File: src/logic/eeprom_display_config.svh
`ifndef EEPROM_DISPLAY_CONFIG_SVH
`define EEPROM_DISPLAY_CONFIG_SVH

// serial eeprom device address, write form
// the read form sets bit 0
`define EEPROM_DEV_ADDR 8'hA0

// tm1650 control register address
`define TM1650_CTRL_ADDR 8'h48

// brightness level and display on
`define TM1650_DISPLAY_ON 8'h15

// address of digit 0
// each higher digit sits 2 below: 6C, 6A, 68
`define TM1650_DIGIT0_ADDR 8'h6E

// digits on the display module
`define TM1650_DIGITS 4

`endif
File: src/logic/eeprom_display_pkg.sv
package eeprom_display_pkg;

    typedef logic [7:0] bus_byte_t;
    typedef logic [15:0] mem_addr_t;
    typedef logic [3:0] bcd_digit_t;

    // byte-level commands understood by the bus engine
    typedef enum logic [2:0] {
        INST_NONE      = 3'd0,
        INST_START     = 3'd1,
        INST_SEND      = 3'd2,
        INST_RECV_NACK = 3'd3,
        INST_STOP      = 3'd4
    } bus_inst_t;

    typedef enum logic [3:0] {
        RD_IDLE,
        RD_START,
        RD_DEV_WRITE,
        RD_ADDR_HIGH,
        RD_ADDR_LOW,
        RD_RESTART,
        RD_DEV_READ,
        RD_RECV,
        RD_STOP
    } reader_state_t;

    typedef enum logic [2:0] {
        WR_IDLE,
        WR_START,
        WR_ADDR,
        WR_DATA,
        WR_STOP
    } writer_state_t;

    typedef enum logic [1:0] {
        TOP_IDLE,
        TOP_READ,
        TOP_SHOW
    } top_state_t;

endpackage

File: src/logic/eeprom_display_top.sv
module eeprom_display_top (
    input  logic                          in_clk,
    input  logic                          in_rst,
    input  logic                          trigger,
    input  logic                          bus_done,
    input  eeprom_display_pkg::bus_byte_t bus_rx_byte,
    output logic                          bus_enable,
    output eeprom_display_pkg::bus_inst_t bus_inst,
    output eeprom_display_pkg::bus_byte_t bus_tx_byte
);

    eeprom_display_pkg::top_state_t state;
    logic                           reader_start;
    logic                           reader_finished;
    logic                           reader_enable;
    eeprom_display_pkg::bus_inst_t  reader_inst;
    eeprom_display_pkg::bus_byte_t  reader_tx_byte;
    eeprom_display_pkg::bus_byte_t  read_byte;
    logic                           writer_start;
    logic                           writer_finished;
    logic                           writer_enable;
    eeprom_display_pkg::bus_inst_t  writer_inst;
    eeprom_display_pkg::bus_byte_t  writer_tx_byte;

    eeprom_byte_reader u_reader (
        .in_clk      (in_clk),
        .in_rst      (in_rst),
        .start       (reader_start),
        .bus_done    (bus_done),
        .bus_rx_byte (bus_rx_byte),
        .bus_enable  (reader_enable),
        .bus_inst    (reader_inst),
        .bus_tx_byte (reader_tx_byte),
        .read_byte   (read_byte),
        .finished    (reader_finished)
    );

    tm1650_digit_writer u_writer (
        .in_clk      (in_clk),
        .in_rst      (in_rst),
        .start       (writer_start),
        .show_byte   (read_byte),
        .bus_done    (bus_done),
        .bus_enable  (writer_enable),
        .bus_inst    (writer_inst),
        .bus_tx_byte (writer_tx_byte),
        .finished    (writer_finished)
    );

    // triggers outside idle are dropped, one job at a time
    always_ff @(posedge in_clk) begin
        if (in_rst) begin
            state        <= eeprom_display_pkg::TOP_IDLE;
            reader_start <= 1'b0;
            writer_start <= 1'b0;
        end else begin
            reader_start <= 1'b0;
            writer_start <= 1'b0;
            case (state)
                eeprom_display_pkg::TOP_IDLE: begin
                    if (trigger) begin
                        state        <= eeprom_display_pkg::TOP_READ;
                        reader_start <= 1'b1;
                    end
                end
                eeprom_display_pkg::TOP_READ: begin
                    if (reader_finished) begin
                        state        <= eeprom_display_pkg::TOP_SHOW;
                        writer_start <= 1'b1;
                    end
                end
                eeprom_display_pkg::TOP_SHOW: begin
                    if (writer_finished) begin
                        state <= eeprom_display_pkg::TOP_IDLE;
                    end
                end
                default: begin
                    state <= eeprom_display_pkg::TOP_IDLE;
                end
            endcase
        end
    end

    // bus goes to whichever stage owns the current state
    always_comb begin
        case (state)
            eeprom_display_pkg::TOP_READ: begin
                bus_enable  = reader_enable;
                bus_inst    = reader_inst;
                bus_tx_byte = reader_tx_byte;
            end
            eeprom_display_pkg::TOP_SHOW: begin
                bus_enable  = writer_enable;
                bus_inst    = writer_inst;
                bus_tx_byte = writer_tx_byte;
            end
            default: begin
                bus_enable  = 1'b0;
                bus_inst    = eeprom_display_pkg::INST_NONE;
                bus_tx_byte = 8'h00;
            end
        endcase
    end

endmodule

File: src/logic/tm1650_digit_writer.sv
`include "eeprom_display_config.svh"

module tm1650_digit_writer (
    input  logic                          in_clk,
    input  logic                          in_rst,
    input  logic                          start,
    input  eeprom_display_pkg::bus_byte_t show_byte,
    input  logic                          bus_done,
    output logic                          bus_enable,
    output eeprom_display_pkg::bus_inst_t bus_inst,
    output eeprom_display_pkg::bus_byte_t bus_tx_byte,
    output logic                          finished
);

    eeprom_display_pkg::writer_state_t state;
    eeprom_display_pkg::writer_state_t next_state;
    eeprom_display_pkg::bus_byte_t     shown;
    eeprom_display_pkg::bcd_digit_t    digit_val [`TM1650_DIGITS];
    eeprom_display_pkg::bus_byte_t     digit_addr;
    eeprom_display_pkg::bus_inst_t     cmd_inst;
    eeprom_display_pkg::bus_byte_t     cmd_byte;
    logic [1:0]                        digit_idx;
    logic                              last_digit;
    logic                              setup_done;
    logic                              issued;

    // seven-segment codes without the decimal point
    function automatic eeprom_display_pkg::bus_byte_t seg_code(
        input eeprom_display_pkg::bcd_digit_t d
    );
        case (d)
            4'd0: seg_code = 8'h3F;
            4'd1: seg_code = 8'h06;
            4'd2: seg_code = 8'h5B;
            4'd3: seg_code = 8'h4F;
            4'd4: seg_code = 8'h66;
            4'd5: seg_code = 8'h6D;
            4'd6: seg_code = 8'h7D;
            4'd7: seg_code = 8'h07;
            4'd8: seg_code = 8'h7F;
            4'd9: seg_code = 8'h6F;
            default: seg_code = 8'h00;
        endcase
    endfunction

    // digit 0 holds the ones, a byte never needs digit 3
    always_comb begin
        digit_val[0] = eeprom_display_pkg::bcd_digit_t'(shown % 8'd10);
        digit_val[1] = eeprom_display_pkg::bcd_digit_t'((shown / 8'd10) % 8'd10);
        digit_val[2] = eeprom_display_pkg::bcd_digit_t'(shown / 8'd100);
        digit_val[3] = 4'd0;
    end

    assign digit_addr = `TM1650_DIGIT0_ADDR - {5'd0, digit_idx, 1'b0};
    assign last_digit = (digit_idx == 2'(`TM1650_DIGITS - 1));

    // until setup is done the transaction carries the control command
    always_comb begin
        cmd_inst   = eeprom_display_pkg::INST_SEND;
        cmd_byte   = 8'h00;
        next_state = eeprom_display_pkg::WR_IDLE;
        case (state)
            eeprom_display_pkg::WR_START: begin
                cmd_inst   = eeprom_display_pkg::INST_START;
                next_state = eeprom_display_pkg::WR_ADDR;
            end
            eeprom_display_pkg::WR_ADDR: begin
                cmd_byte   = setup_done ? digit_addr : `TM1650_CTRL_ADDR;
                next_state = eeprom_display_pkg::WR_DATA;
            end
            eeprom_display_pkg::WR_DATA: begin
                cmd_byte   = setup_done ? seg_code(digit_val[digit_idx]) : `TM1650_DISPLAY_ON;
                next_state = eeprom_display_pkg::WR_STOP;
            end
            eeprom_display_pkg::WR_STOP: begin
                cmd_inst = eeprom_display_pkg::INST_STOP;
                if (setup_done && last_digit) begin
                    next_state = eeprom_display_pkg::WR_IDLE;
                end else begin
                    next_state = eeprom_display_pkg::WR_START;
                end
            end
            default: begin
                cmd_inst = eeprom_display_pkg::INST_NONE;
            end
        endcase
    end

    always_ff @(posedge in_clk) begin
        if (in_rst) begin
            state      <= eeprom_display_pkg::WR_IDLE;
            issued     <= 1'b0;
            bus_enable <= 1'b0;
            bus_inst   <= eeprom_display_pkg::INST_NONE;
            finished   <= 1'b0;
            digit_idx  <= 2'd0;
            setup_done <= 1'b0;
        end else begin
            bus_enable <= 1'b0;
            bus_inst   <= eeprom_display_pkg::INST_NONE;
            finished   <= 1'b0;
            if (state == eeprom_display_pkg::WR_IDLE) begin
                if (start) begin
                    state     <= eeprom_display_pkg::WR_START;
                    digit_idx <= 2'd0;
                end
            end else if (!issued) begin
                bus_enable <= 1'b1;
                bus_inst   <= cmd_inst;
                issued     <= 1'b1;
            end else if (bus_done) begin
                issued <= 1'b0;
                state  <= next_state;
                if (state == eeprom_display_pkg::WR_STOP) begin
                    if (!setup_done) begin
                        setup_done <= 1'b1;
                    end else if (last_digit) begin
                        finished <= 1'b1;
                    end else begin
                        digit_idx <= digit_idx + 2'd1;
                    end
                end
            end
        end
    end

    always_ff @(posedge in_clk) begin
        if (state == eeprom_display_pkg::WR_IDLE && start) begin
            shown <= show_byte;
        end
        if (state != eeprom_display_pkg::WR_IDLE && !issued) begin
            bus_tx_byte <= cmd_byte;
        end
    end

endmodule

File: src/logic/eeprom_byte_reader.sv
`include "eeprom_display_config.svh"

module eeprom_byte_reader (
    input  logic                          in_clk,
    input  logic                          in_rst,
    input  logic                          start,
    input  logic                          bus_done,
    input  eeprom_display_pkg::bus_byte_t bus_rx_byte,
    output logic                          bus_enable,
    output eeprom_display_pkg::bus_inst_t bus_inst,
    output eeprom_display_pkg::bus_byte_t bus_tx_byte,
    output eeprom_display_pkg::bus_byte_t read_byte,
    output logic                          finished
);

    eeprom_display_pkg::reader_state_t state;
    eeprom_display_pkg::reader_state_t next_state;
    eeprom_display_pkg::mem_addr_t     mem_addr;
    eeprom_display_pkg::bus_inst_t     cmd_inst;
    eeprom_display_pkg::bus_byte_t     cmd_byte;
    // command of the current state is out, waiting for its done
    logic                              issued;

    // command and successor for each step of the random read
    always_comb begin
        cmd_inst   = eeprom_display_pkg::INST_SEND;
        cmd_byte   = 8'h00;
        next_state = eeprom_display_pkg::RD_IDLE;
        case (state)
            eeprom_display_pkg::RD_START: begin
                cmd_inst   = eeprom_display_pkg::INST_START;
                next_state = eeprom_display_pkg::RD_DEV_WRITE;
            end
            eeprom_display_pkg::RD_DEV_WRITE: begin
                cmd_byte   = `EEPROM_DEV_ADDR;
                next_state = eeprom_display_pkg::RD_ADDR_HIGH;
            end
            eeprom_display_pkg::RD_ADDR_HIGH: begin
                cmd_byte   = mem_addr[15:8];
                next_state = eeprom_display_pkg::RD_ADDR_LOW;
            end
            eeprom_display_pkg::RD_ADDR_LOW: begin
                cmd_byte   = mem_addr[7:0];
                next_state = eeprom_display_pkg::RD_RESTART;
            end
            eeprom_display_pkg::RD_RESTART: begin
                cmd_inst   = eeprom_display_pkg::INST_START;
                next_state = eeprom_display_pkg::RD_DEV_READ;
            end
            eeprom_display_pkg::RD_DEV_READ: begin
                cmd_byte   = `EEPROM_DEV_ADDR | 8'h01;
                next_state = eeprom_display_pkg::RD_RECV;
            end
            eeprom_display_pkg::RD_RECV: begin
                cmd_inst   = eeprom_display_pkg::INST_RECV_NACK;
                next_state = eeprom_display_pkg::RD_STOP;
            end
            eeprom_display_pkg::RD_STOP: begin
                cmd_inst   = eeprom_display_pkg::INST_STOP;
                next_state = eeprom_display_pkg::RD_IDLE;
            end
            default: begin
                cmd_inst = eeprom_display_pkg::INST_NONE;
            end
        endcase
    end

    always_ff @(posedge in_clk) begin
        if (in_rst) begin
            state      <= eeprom_display_pkg::RD_IDLE;
            issued     <= 1'b0;
            bus_enable <= 1'b0;
            bus_inst   <= eeprom_display_pkg::INST_NONE;
            finished   <= 1'b0;
            mem_addr   <= 16'd0;
        end else begin
            bus_enable <= 1'b0;
            bus_inst   <= eeprom_display_pkg::INST_NONE;
            finished   <= 1'b0;
            if (state == eeprom_display_pkg::RD_IDLE) begin
                if (start) begin
                    state <= eeprom_display_pkg::RD_START;
                end
            end else if (!issued) begin
                bus_enable <= 1'b1;
                bus_inst   <= cmd_inst;
                issued     <= 1'b1;
                // next job reads the following location
                if (state == eeprom_display_pkg::RD_ADDR_LOW) begin
                    mem_addr <= mem_addr + 16'd1;
                end
            end else if (bus_done) begin
                issued   <= 1'b0;
                state    <= next_state;
                finished <= (state == eeprom_display_pkg::RD_STOP);
            end
        end
    end

    always_ff @(posedge in_clk) begin
        if (state != eeprom_display_pkg::RD_IDLE && !issued) begin
            bus_tx_byte <= cmd_byte;
        end
        if (state == eeprom_display_pkg::RD_RECV && issued && bus_done) begin
            read_byte <= bus_rx_byte;
        end
    end

endmodule

File: config.mk
export PLATFORM = sky130hd
export DESIGN_NAME = eeprom_display_top
export DESIGN_NICKNAME = d
export VERILOG_FILES = /design/src/logic/eeprom_display_pkg.sv /design/src/logic/eeprom_display_top.sv /design/src/logic/tm1650_digit_writer.sv /design/src/logic/eeprom_byte_reader.sv
export VERILOG_INCLUDE_DIRS = /design/src /design/src/logic
export SDC_FILE = /design/constraint.sdc
export NUM_CORES = 1
export LEC_CHECK = 0
export ABC_CLOCK_PERIOD_IN_PS = 3950
export BUFFER_PORTS_ARGS = -buffer_cell sky130_fd_sc_hd__buf_2
export CORE_MARGIN = 1.5
export CORE_UTILIZATION = 40
export DETAILED_ROUTE_END_ITERATION = 12
export SLEW_MARGIN = 10
export SYNTH_ARGS = -nofsm -noshare
export SYNTH_HDL_FRONTEND = slang
export SYNTH_SLANG_ARGS = --single-unit
File: constraint.sdc
create_clock -name in_clk -period 3.95 [get_ports in_clk]
set_input_delay 0.79 -clock in_clk [delete_from_list [all_inputs] [get_ports in_clk]]
set_output_delay 0.79 -clock in_clk [all_outputs]
set_load 0.1 [all_outputs]
==> metrics.md, run 1 <==
| Metric | Value |
|---|---|
| Status | `finished clean` |
| Max Clk Rate | `0.2689 GHz` |
| Crit path max-delay family | `compound AO/OA/AOI/OAI gates` |
| Layout cells sized above 1 | `0.1462` |
| Clk slew on worst S/H paths | `0.09 ns` |
| Via count | `approximately 3700` |
| Area Overhead vs Synth | `11.32%` |
| Clock Skew | `0.006965 ns` |
| Root Buffer | `clkbuf_8` |
| Pre-CTS setup slack | `about 0.14 ns` |
| Setup WS post-layout | `0.2315 ns` |
| Slew Limit Fails | `0` |
| Least-Margin Pin Slew | `1.098 ns` |
| Synth unique cells | `77` |
| Initial core utilization | `0.4097` |
| Worst Setup Path Type | `reg -> reg` |
| Total Routing Usage GR | `0.1769` |
| H-tree levels | `3` |
| Die ar. | `approximately 12000 µm²` |
| Required @ worst endpoint | `4.06 ns` |
| Nets | `approximately 540` |
| I/O Pins | `24` |
| Number of global-route vias before repair | `3371` |
| Mean Syn Cell Area | `8.951 µm²` |
| Ant. Diodes | `0` |
| Setup_tns | `0 ns` |
| Gp weighted congestion | `0.8259` |
| Total grt overflow | `0` |
| Post-synthesis sequential area ratio | `0.4007` |
| Maximum buffer depth of the clock tree | `2` |
| Synth Area in XOR/XNOR | `0.03367` |
| Largest cells by area after synthesis | `edfxtp_1 (21%), dfxtp_1 (19%), nor2_1 (5.0%), ha_1 (4.8%), a21oi_1 (3.4%)` |
| Drt total wl | `~9900 µm` |
| Max_cap viols | `0` |
| Primary FF master, synth | `dfxtp_1` |
| Wire per inst | `15.06 µm` |
| Leak | `~1.9 nW` |
| Power Dens Cells | `357.6 nW/µm²` |
| IO Port Bufs | `23` |
| CP max stage delay | `0.50 ns` |
| Setup crit start kind | `flip-flop` |
| Mapped Cells | `494` |
| Vias per inst | `about 5.5` |
| Post-Syn Nets | `about 520` |
| RSZ-0062 raised after global routing | `no` |
| CP most frequent cell | `buf_4` |
| Min Clock Period, post-route | `~3.7 ns` |
| Simple-gate portion of the synthesized area | `0.2436` |
| Post-synth ARST share | `0` |
| # setup viols final | `0` |
| Die Y | `roughly 110 µm` |
| Largest family of logic cells by synthesized area | `simple AND/OR/NAND/NOR gates` |
| Core ar. | `about 11000 µm²` |
| Synth top area share | `0.2105` |
| Post-synth top area cell | `edfxtp_1` |
| Initial DRT Pass Iterations | `5` |
| Initial antenna violation count | `0` |
| Global-route wire length before repair | `16170 µm` |
| CP arrival | `3.83 ns` |
| Antenna-violating nets left | `0` |
| Clk_lat worst skew | `0.35 ns` |
| Worst Hold Class | `reg -> reg` |
| Die width | `108.1 µm` |
| Worst path slowest cell | `edfxtp_1` |
| CTS buffer count | `9` |
| EDFF count, synth | `31` |
| Starting DRT DRC Count | `193` |
| Tcrit/Tclk final | `0.9414` |
| YS warnings | `0` |
| Crit path max fanout | `8` |
| Worst slew margin | `0.2623` |
| TritonCTS clock tree | `done` |
| Post-synthesis register bit count | `73` |
| Num rows | `38` |
| Adder-Cell Fraction of Synth Area | `0.05037` |
| Crit path capture type | `flip-flop` |
| Synth Area in Compound Gates | `0.1958` |
| Number of remaining DRC errors | `0` |
| Crit path cell chain | `buf_4 > xnor2_1 > a32oi_1 > o21a_1 > buf_4 > inv_1 > ha_1 > o21ai_0 > o21ai_0 > a22o_1 > nand3b_1 > o22ai_2 > o21bai_1 > buf_4 > ha_1 > a211oi_1 > a221o_1` |
| Peak supply drop | `203.4 µV` |
| CP Buf/Inv Count | `4` |
| Clock Sinks | `73` |
| Area of the mapped netlist | `between 4000 and 5000 µm²` |
| Final Hold Viols | `0` |
| Largest net degree at the start of global routing | `38` |
| Dpl hpwl | `approximately 7300 µm` |
| Mux cell area share after synthesis | `0.01811` |
## per-layer routing
layer  up-vias  wire length [µm]  GRT usage
met5         -                 0          0
met4         0               125    0.05357
met3        13               263    0.03617
met2        43              4963     0.3024
met1      1760              4586     0.2246
li1       1842                 -          -
## area by class of cell
class                      instances  area, µm²
fill                            1045       5871
multi-input combinational        364       2425
sequential                        73       1772
timing repair buffer              42      272.8
tap                              140      175.2
clock buffer                       9      123.9
inverter                          25      93.84
clock inverter                     7      60.06
## placed cells by master (no fill, tap or decap), drive strengths merged, types with 5 or more instances in the layout
master  netlist  final
xor2         10     10
or3           6      6
mux2i         8      8
ha           17     17
clkbuf       17     10
nor3b        10     10
nand2b       10     10
xnor2         7      7
dfxtp        42     42
inv          25     30
nor2b        15     15
a31oi         8      8
o21ai        17     17
buf          15     40
nor3         22     22
and2          6      6
nand4         5      5
edfxtp       31     31
nand3        10     10
nor2         60     60
a211oi        5      5
a22oi        18     18
nand2        29     29
a21oi        30     30
and3          7      7
## sequential cells by signal (all words and copies together) (netlist names), 2 cells and up
name,flops
u_reader.mem_addr,16
u_reader.bus_tx_byte,8
u_writer.bus_tx_byte,7
u_writer.bus_inst,3
u_writer.digit_idx,2
u_writer.state,3
u_reader.state,4
u_reader.bus_inst,3
u_writer.shown,8
u_reader.read_byte,8
state,2
## stage by stage
step             util  power (mW)  std cells  cell area (µm²)  hold WS [ns]
2_1_floorplan       -       1.163        494             4451        0.4003
3_3_place_gp   0.4340       1.223        639             4684        0.4052
3_5_place_dp   0.4340       1.231        639             4684        0.4045
4_1_cts        0.4511       1.777        655             4868        0.4274
5_1_grt        0.4561       1.841        660             4922        0.4397
6_report       0.4561       1.760        660             4922        0.4217
## kinds of logic after synthesis
| family | Yosys count |
|---|---|
| multiplexers | 8 |
| adder cells (fa/ha/maj) | 18 |
| flip-flops | 73 |
| AO/OA/AOI/OAI | 120 |
| buffers and inverters | 57 |
| XOR/XNOR | 17 |
| AND/OR/NAND/NOR | 201 |
## cell usage after synthesis, types with 6 or more instances
cell type / number
nor2_1: 59
dfxtp_1: 42
edfxtp_1: 31
a21oi_1: 30
nand2_1: 29
inv_1: 24
nor3_1: 22
a22oi_1: 18
clkbuf_1: 17
ha_1: 17
o21ai_0: 16
nor2b_1: 14
nand2b_1: 10
nand3_1: 10
nor3b_1: 10
xor2_1: 10
mux2i_1: 8
a31oi_1: 7
and3_1: 7
xnor2_1: 7
buf_2: 6
or3_1: 6
## worst paths after layout
path / start / to / slack, ns / cells past startpoint
worst max-delay path: u_writer.shown[5]$_DFFE_PP_ / u_writer.bus_tx_byte[5]$_DFFE_PP_ / 0.23 / 17
worst min-delay path: u_reader.read_byte[6]$_DFFE_PP_ / u_writer.shown[6]$_DFFE_PP_ / 0.42 / 0
worst max register to register: u_writer.shown[5]$_DFFE_PP_ / u_writer.bus_tx_byte[5]$_DFFE_PP_ / 0.23 / 17
worst min register to register: u_reader.read_byte[6]$_DFFE_PP_ / u_writer.shown[6]$_DFFE_PP_ / 0.42 / 0
## timing repair
item,CTS,global route
setup endpoints to repair,0,6
setup buffers,0,5
resized for setup,0,2
hold buffers,0,0
## power by group
part | internal (mW) | total, mW | switching (mW)
logic | 0.107 | 0.333 | 0.227
registers | 0.835 | 0.880 | 0.0444
clock network | 0.240 | 0.547 | 0.307
No activity file was read; power rests on OpenSTA's default activity.
==> run 2: changes to the inputs <==
--- a/config.mk
+++ b/config.mk
@@ -6,12 +6,15 @@
 export SDC_FILE = /design/constraint.sdc
 export NUM_CORES = 1
 export LEC_CHECK = 0
+export ABC_AREA = 1
 export ABC_CLOCK_PERIOD_IN_PS = 3950
 export BUFFER_PORTS_ARGS = -buffer_cell sky130_fd_sc_hd__buf_2
 export CORE_MARGIN = 1.5
 export CORE_UTILIZATION = 40
+export CTS_CLUSTER_DIAMETER = 120
 export DETAILED_ROUTE_END_ITERATION = 12
 export SLEW_MARGIN = 10
 export SYNTH_ARGS = -nofsm -noshare
 export SYNTH_HDL_FRONTEND = slang
+export SYNTH_HIERARCHICAL = 1
 export SYNTH_SLANG_ARGS = --single-unit
==> run 2 against run 1 <==
  * Combinational power grew 71%
  * Cell area fell by 0.71%
  * Synthesized cell count increased by 14%
  * Area after synthesis down 3.3%
  * Critical path depth increased by 15
  * Register-to-register slack hardly changed
  * Global-route usage down 0.94 points
  * Critical endpoint is now u_writer/bus_tx_byte[0]$_DFFE_PP_
  * Largest power group unchanged
==> metrics.md, run 2 <==
| Metric | Value |
|---|---|
| Status | `finished clean (unchanged)` |
| Adder-Cell Fraction of Synth Area | `0.04975 (was 0.05037)` |
| Setup crit start | `u_writer/shown[5]$_DFFE_PP_ (was u_writer.shown[5]$_DFFE_PP_)` |
| CP arrival | `3.93 ns (was 3.83 ns)` |
| Simple-gate portion of the synthesized area | `0.3023 (was 0.2436)` |
| Flop pwr share | `0.429 (was 0.500)` |
| Setup WS post-layout | `0.2366 ns (was 0.2315 ns)` |
| Peak supply drop | `215.0 µV (was 203.4 µV)` |
| Worst slew margin | `0.3424 (was 0.2623)` |
| TritonCTS clock tree | `done (unchanged)` |
| Final core occ | `0.4713 (was 0.4561)` |
| H-tree levels | `3 (unchanged)` |
| Top reg by flops | `u_reader/mem_addr (was u_reader.mem_addr)` |
| Total grt overflow | `0 (unchanged)` |
| Largest net degree at the start of global routing | `19 (was 38)` |
| Mapped Cells | `564 (was 494)` |
| Min Clock Period, post-route | `3.713 ns (was 3.718 ns)` |
| Post-Syn Nets | `593 (was 523)` |
| Filler instances | `1058 (was 1045)` |
| Final Hold Viols | `0 (unchanged)` |
| Area Overhead vs Synth | `14.31% (was 11.32%)` |
| Max Clk Rate | `0.2693 GHz (was 0.2689 GHz)` |
| Total Routing Usage GR | `0.1676 (was 0.1769)` |
| EDFF count, synth | `31 (unchanged)` |
| Setup crit start kind | `flip-flop (unchanged)` |
| Max reg flops | `16 (unchanged)` |
| Power Dens Cells | `432.9 nW/µm² (was 357.6 nW/µm²)` |
| Tcrit/Tclk final | `0.9401 (was 0.9414)` |
| Worst Setup Path Type | `reg -> reg (unchanged)` |
| Drt total wl | `9334 µm (was 9939 µm)` |
| Setup crit end | `u_writer/bus_tx_byte[0]$_DFFE_PP_ (was u_writer.bus_tx_byte[5]$_DFFE_PP_)` |
| Leak | `2.113 nW (was 1.860 nW)` |
| Worst r2r src | `u_writer/shown[5]$_DFFE_PP_ (was u_writer.shown[5]$_DFFE_PP_)` |
| Initial antenna violation count | `0 (unchanged)` |
| Largest family of logic cells by synthesized area | `simple AND/OR/NAND/NOR gates (unchanged)` |
| Clk slew on worst S/H paths | `0.08 ns (was 0.09 ns)` |
| # setup viols final | `0 (unchanged)` |
| Met1 Use GR | `0.2162 (was 0.2246)` |
| Global-route wire length before repair | `15010 µm (was 16170 µm)` |
| Number of global-route vias before repair | `3361 (was 3371)` |
| Slew Limit Fails | `0 (unchanged)` |
| Number of remaining DRC errors | `0 (unchanged)` |
| Post-synthesis sequential area ratio | `0.4144 (was 0.4007)` |
| Antenna-violating nets left | `0 (unchanged)` |
| Via count | `3648 (was 3658)` |
| Met3 usage | `0.03617 (about the same)` |
| Gp weighted congestion | `0.8878 (was 0.8259)` |
| Area of the mapped netlist | `4275 µm² (was 4422 µm²)` |
| Least-Margin Pin Slew | `0.9783 ns (was 1.098 ns)` |
| Largest cells by area after synthesis | `edfxtp_1 (22%), dfxtp_1 (20%), nand2_1 (12%), inv_1 (7.6%), ha_1 (5.0%) (was edfxtp_1 (21%), dfxtp_1 (19%), nor2_1 (5.0%), ha_1 (4.8%), a21oi_1 (3.4%))` |
| Post-synthesis register bit count | `73 (unchanged)` |
| Die width | `106.4 µm (was 108.1 µm)` |
| Crit path max fanout | `5 (was 8)` |
| Die ar. | `11320 µm² (was 11690 µm²)` |
| Reg area | `1772 µm² (unchanged)` |
| Primary FF master, synth | `dfxtp_1 (unchanged)` |
| Synth unique cells | `46 (was 77)` |
| Core ar. | `10370 µm² (was 10790 µm²)` |
| Wire per inst | `12.56 µm (was 15.06 µm)` |
| Crit path capture type | `flip-flop (unchanged)` |
| Synth Area in XOR/XNOR | `0.004097 (was 0.03367)` |
| Required @ worst endpoint | `4.16 ns (was 4.06 ns)` |
| Initial core utilization | `0.4123 (was 0.4097)` |
| Max_cap viols | `0 (unchanged)` |
| Clk_lat worst skew | `0.36 ns (was 0.35 ns)` |
| Reg2reg path depth | `32 (was 17)` |
| CTS buffer count | `9 (unchanged)` |
| Root Buffer | `clkbuf_8 (unchanged)` |
| Post-synth ARST share | `0 (unchanged)` |
| Synth top area share | `0.2177 (was 0.2105)` |
| Maximum buffer depth of the clock tree | `2 (unchanged)` |
| Ant. Diodes | `0 (unchanged)` |
| Die Y | `106.4 µm (was 108.1 µm)` |
| Synth Area in Compound Gates | `0.1291 (was 0.1958)` |
| Footprint of the multi-input gates | `2158 µm² (was 2425 µm²)` |
| Internal cell power | `1.320 mW (was 1.182 mW)` |
| I/O Pins | `24 (unchanged)` |
| Gate power share | `0.269 (was 0.189)` |
| Placed cell count | `716 (was 639)` |
| CP max stage delay | `0.47 ns (was 0.50 ns)` |
| Sw frac | `0.3763 (was 0.3283)` |
| Post-synth top area cell | `edfxtp_1 (unchanged)` |
| IO Port Bufs | `23 (unchanged)` |
| Worst Hold Class | `reg -> reg (unchanged)` |
| Commonest non-fill, non-tap cell in the layout | `nand2_1 (was nor2_1)` |
| Met2 Use GR | `0.2742 (was 0.3024)` |
| Worst path slowest cell | `edfxtp_1 (unchanged)` |
| Reg2reg end | `u_writer/bus_tx_byte[0]$_DFFE_PP_ (was u_writer.bus_tx_byte[5]$_DFFE_PP_)` |
| Gr busiest metal | `met2 (unchanged)` |
| Post-synth top cells | `nand2_1 (137), inv_1 (87), nor2_1 (47), dfxtp_1 (42), a21oi_1 (36) (was nor2_1 (59), dfxtp_1 (42), edfxtp_1 (31), a21oi_1 (30), nand2_1 (29))` |
| Most frequent cells in the layout | `nand2_1 (135), inv_1 (86), nor2_1 (47), dfxtp_1 (42), a21oi_1 (36) (was nor2_1 (59), dfxtp_1 (42), edfxtp_1 (31), a21oi_1 (30), nand2_1 (29))` |
| YS warnings | `6 (was 0)` |
| Worst hold slack | `0.4222 ns (was 0.4217 ns)` |
| Num rows | `37 (was 38)` |
| Setup slack, reg-to-reg | `0.24 ns (was 0.23 ns)` |
| Dpl hpwl | `6831 µm (was 7293 µm)` |
| Most frequent cell after synthesis | `nand2_1 (was nor2_1)` |
| Nets | `631 (was 544)` |
| Initial DRT Pass Iterations | `5 (unchanged)` |
| Tot Pwr | `2.116 mW (was 1.760 mW)` |
| Final cell count without fillers | `743 (was 660)` |
| Mux cell area share after synthesis | `0 (was 0.01811)` |
| Clock Skew | `0.01614 ns (was 0.006965 ns)` |
| Clock Sinks | `73 (unchanged)` |
| Vias per inst | `4.910 (was 5.542)` |
| Layout cells sized above 1 | `0.1895 (was 0.1462)` |
| Power share of the clock group | `0.302 (was 0.311)` |
| Pre-CTS setup slack | `0.2240 ns (was 0.1359 ns)` |
| Starting DRT DRC Count | `183 (was 193)` |
| Switching power | `0.7961 mW (was 0.5779 mW)` |
| Mean Syn Cell Area | `7.580 µm² (was 8.951 µm²)` |
==> run 2: changes by cell type in the layout (fill, tap and decap cells not counted), moves of 14 or more <==
cell,before,now
inv_1,24,86
nand2_2,0,19
a22oi_1,18,2
nand3_1,10,27
nor2b_1,14,0
nand2_1,29,135
==> run 2: stage by stage <==
step,instance area (µm²),TNS [ns]
3_5_place_dp,4508,0
6_report,4887,0
2_1_floorplan,4275,0
3_3_place_gp,4508,0
5_1_grt,4887,-0.3062
4_1_cts,4727,0
==> run 2: kinds of logic (layout without fill, tap and decap cells) <==
group / Yosys count / count (layout)
buf+inv: 104 / 147
other cells: 1 / 1
flops: 73 / 73
simple gates: 274 / 274
compound gates: 93 / 93
xor+xnor: 2 / 2
fa+ha+maj: 17 / 17
==> run 2: area by class of cell <==
class / count / share of cell area
Clock buffer: 10 / 0.03047
Clock inverter: 6 / 0.01434
Inverter: 97 / 0.07501
Multi-Input combinational cell: 387 / 0.4416
Sequential cell: 73 / 0.3625
Tap cell: 136 / 0.03482
Timing Repair Buffer: 34 / 0.04122
==> run 2: power by group through the flow <==
stage | logic (mW) | clock network (mW) | registers (mW)
global placement | 0.574 | 0 | 0.923
global route | 0.626 | 0.686 | 0.918
finish | 0.570 | 0.639 | 0.907
detailed placement | 0.572 | 0 | 0.924
CTS | 0.574 | 0.656 | 0.907
floorplan | 0.493 | 0 | 0.914
==> run 2: worst min path at each step <==
| stage | start | to | slack [ns] | cells past startpoint |
|---|---|---|---|---|
| after floorplan | u_reader/read_byte[0]$_DFFE_PP_ | u_writer/shown[0]$_DFFE_PP_ | 0.40 | 0 |
| after global placement | u_reader/read_byte[0]$_DFFE_PP_ | u_writer/shown[0]$_DFFE_PP_ | 0.40 | 0 |
| after detailed placement | u_reader/read_byte[5]$_DFFE_PP_ | u_writer/shown[5]$_DFFE_PP_ | 0.41 | 0 |
| after CTS | u_reader/read_byte[5]$_DFFE_PP_ | u_writer/shown[5]$_DFFE_PP_ | 0.42 | 0 |
| after global routing | u_reader/read_byte[2]$_DFFE_PP_ | u_writer/shown[2]$_DFFE_PP_ | 0.44 | 0 |
| final | u_reader/read_byte[0]$_DFFE_PP_ | u_writer/shown[0]$_DFFE_PP_ | 0.42 | 0 |
==> run 2: critical path: cells and delay by family (launching register included) <==
kind            cells  cell delay (ns)
buf+inv             3             0.27
fa+ha+maj           1             0.18
flops               1             0.47
simple gates       25             2.28
compound gates      3             0.36
==> run 2: layer usage <==
layer	vias up	wire, µm
li1	1901	-
met3	14	312
met4	0	153
met1	1671	4312
met5	-	0
met2	62	4556
==> run 2: timing repair <==
action / 4_1_cts / 5_1_grt
hold buffers: 0 / 0
setup buffers: 0 / 11
gates resized for setup: 0 / 18
setup endpoints to repair: 0 / 7
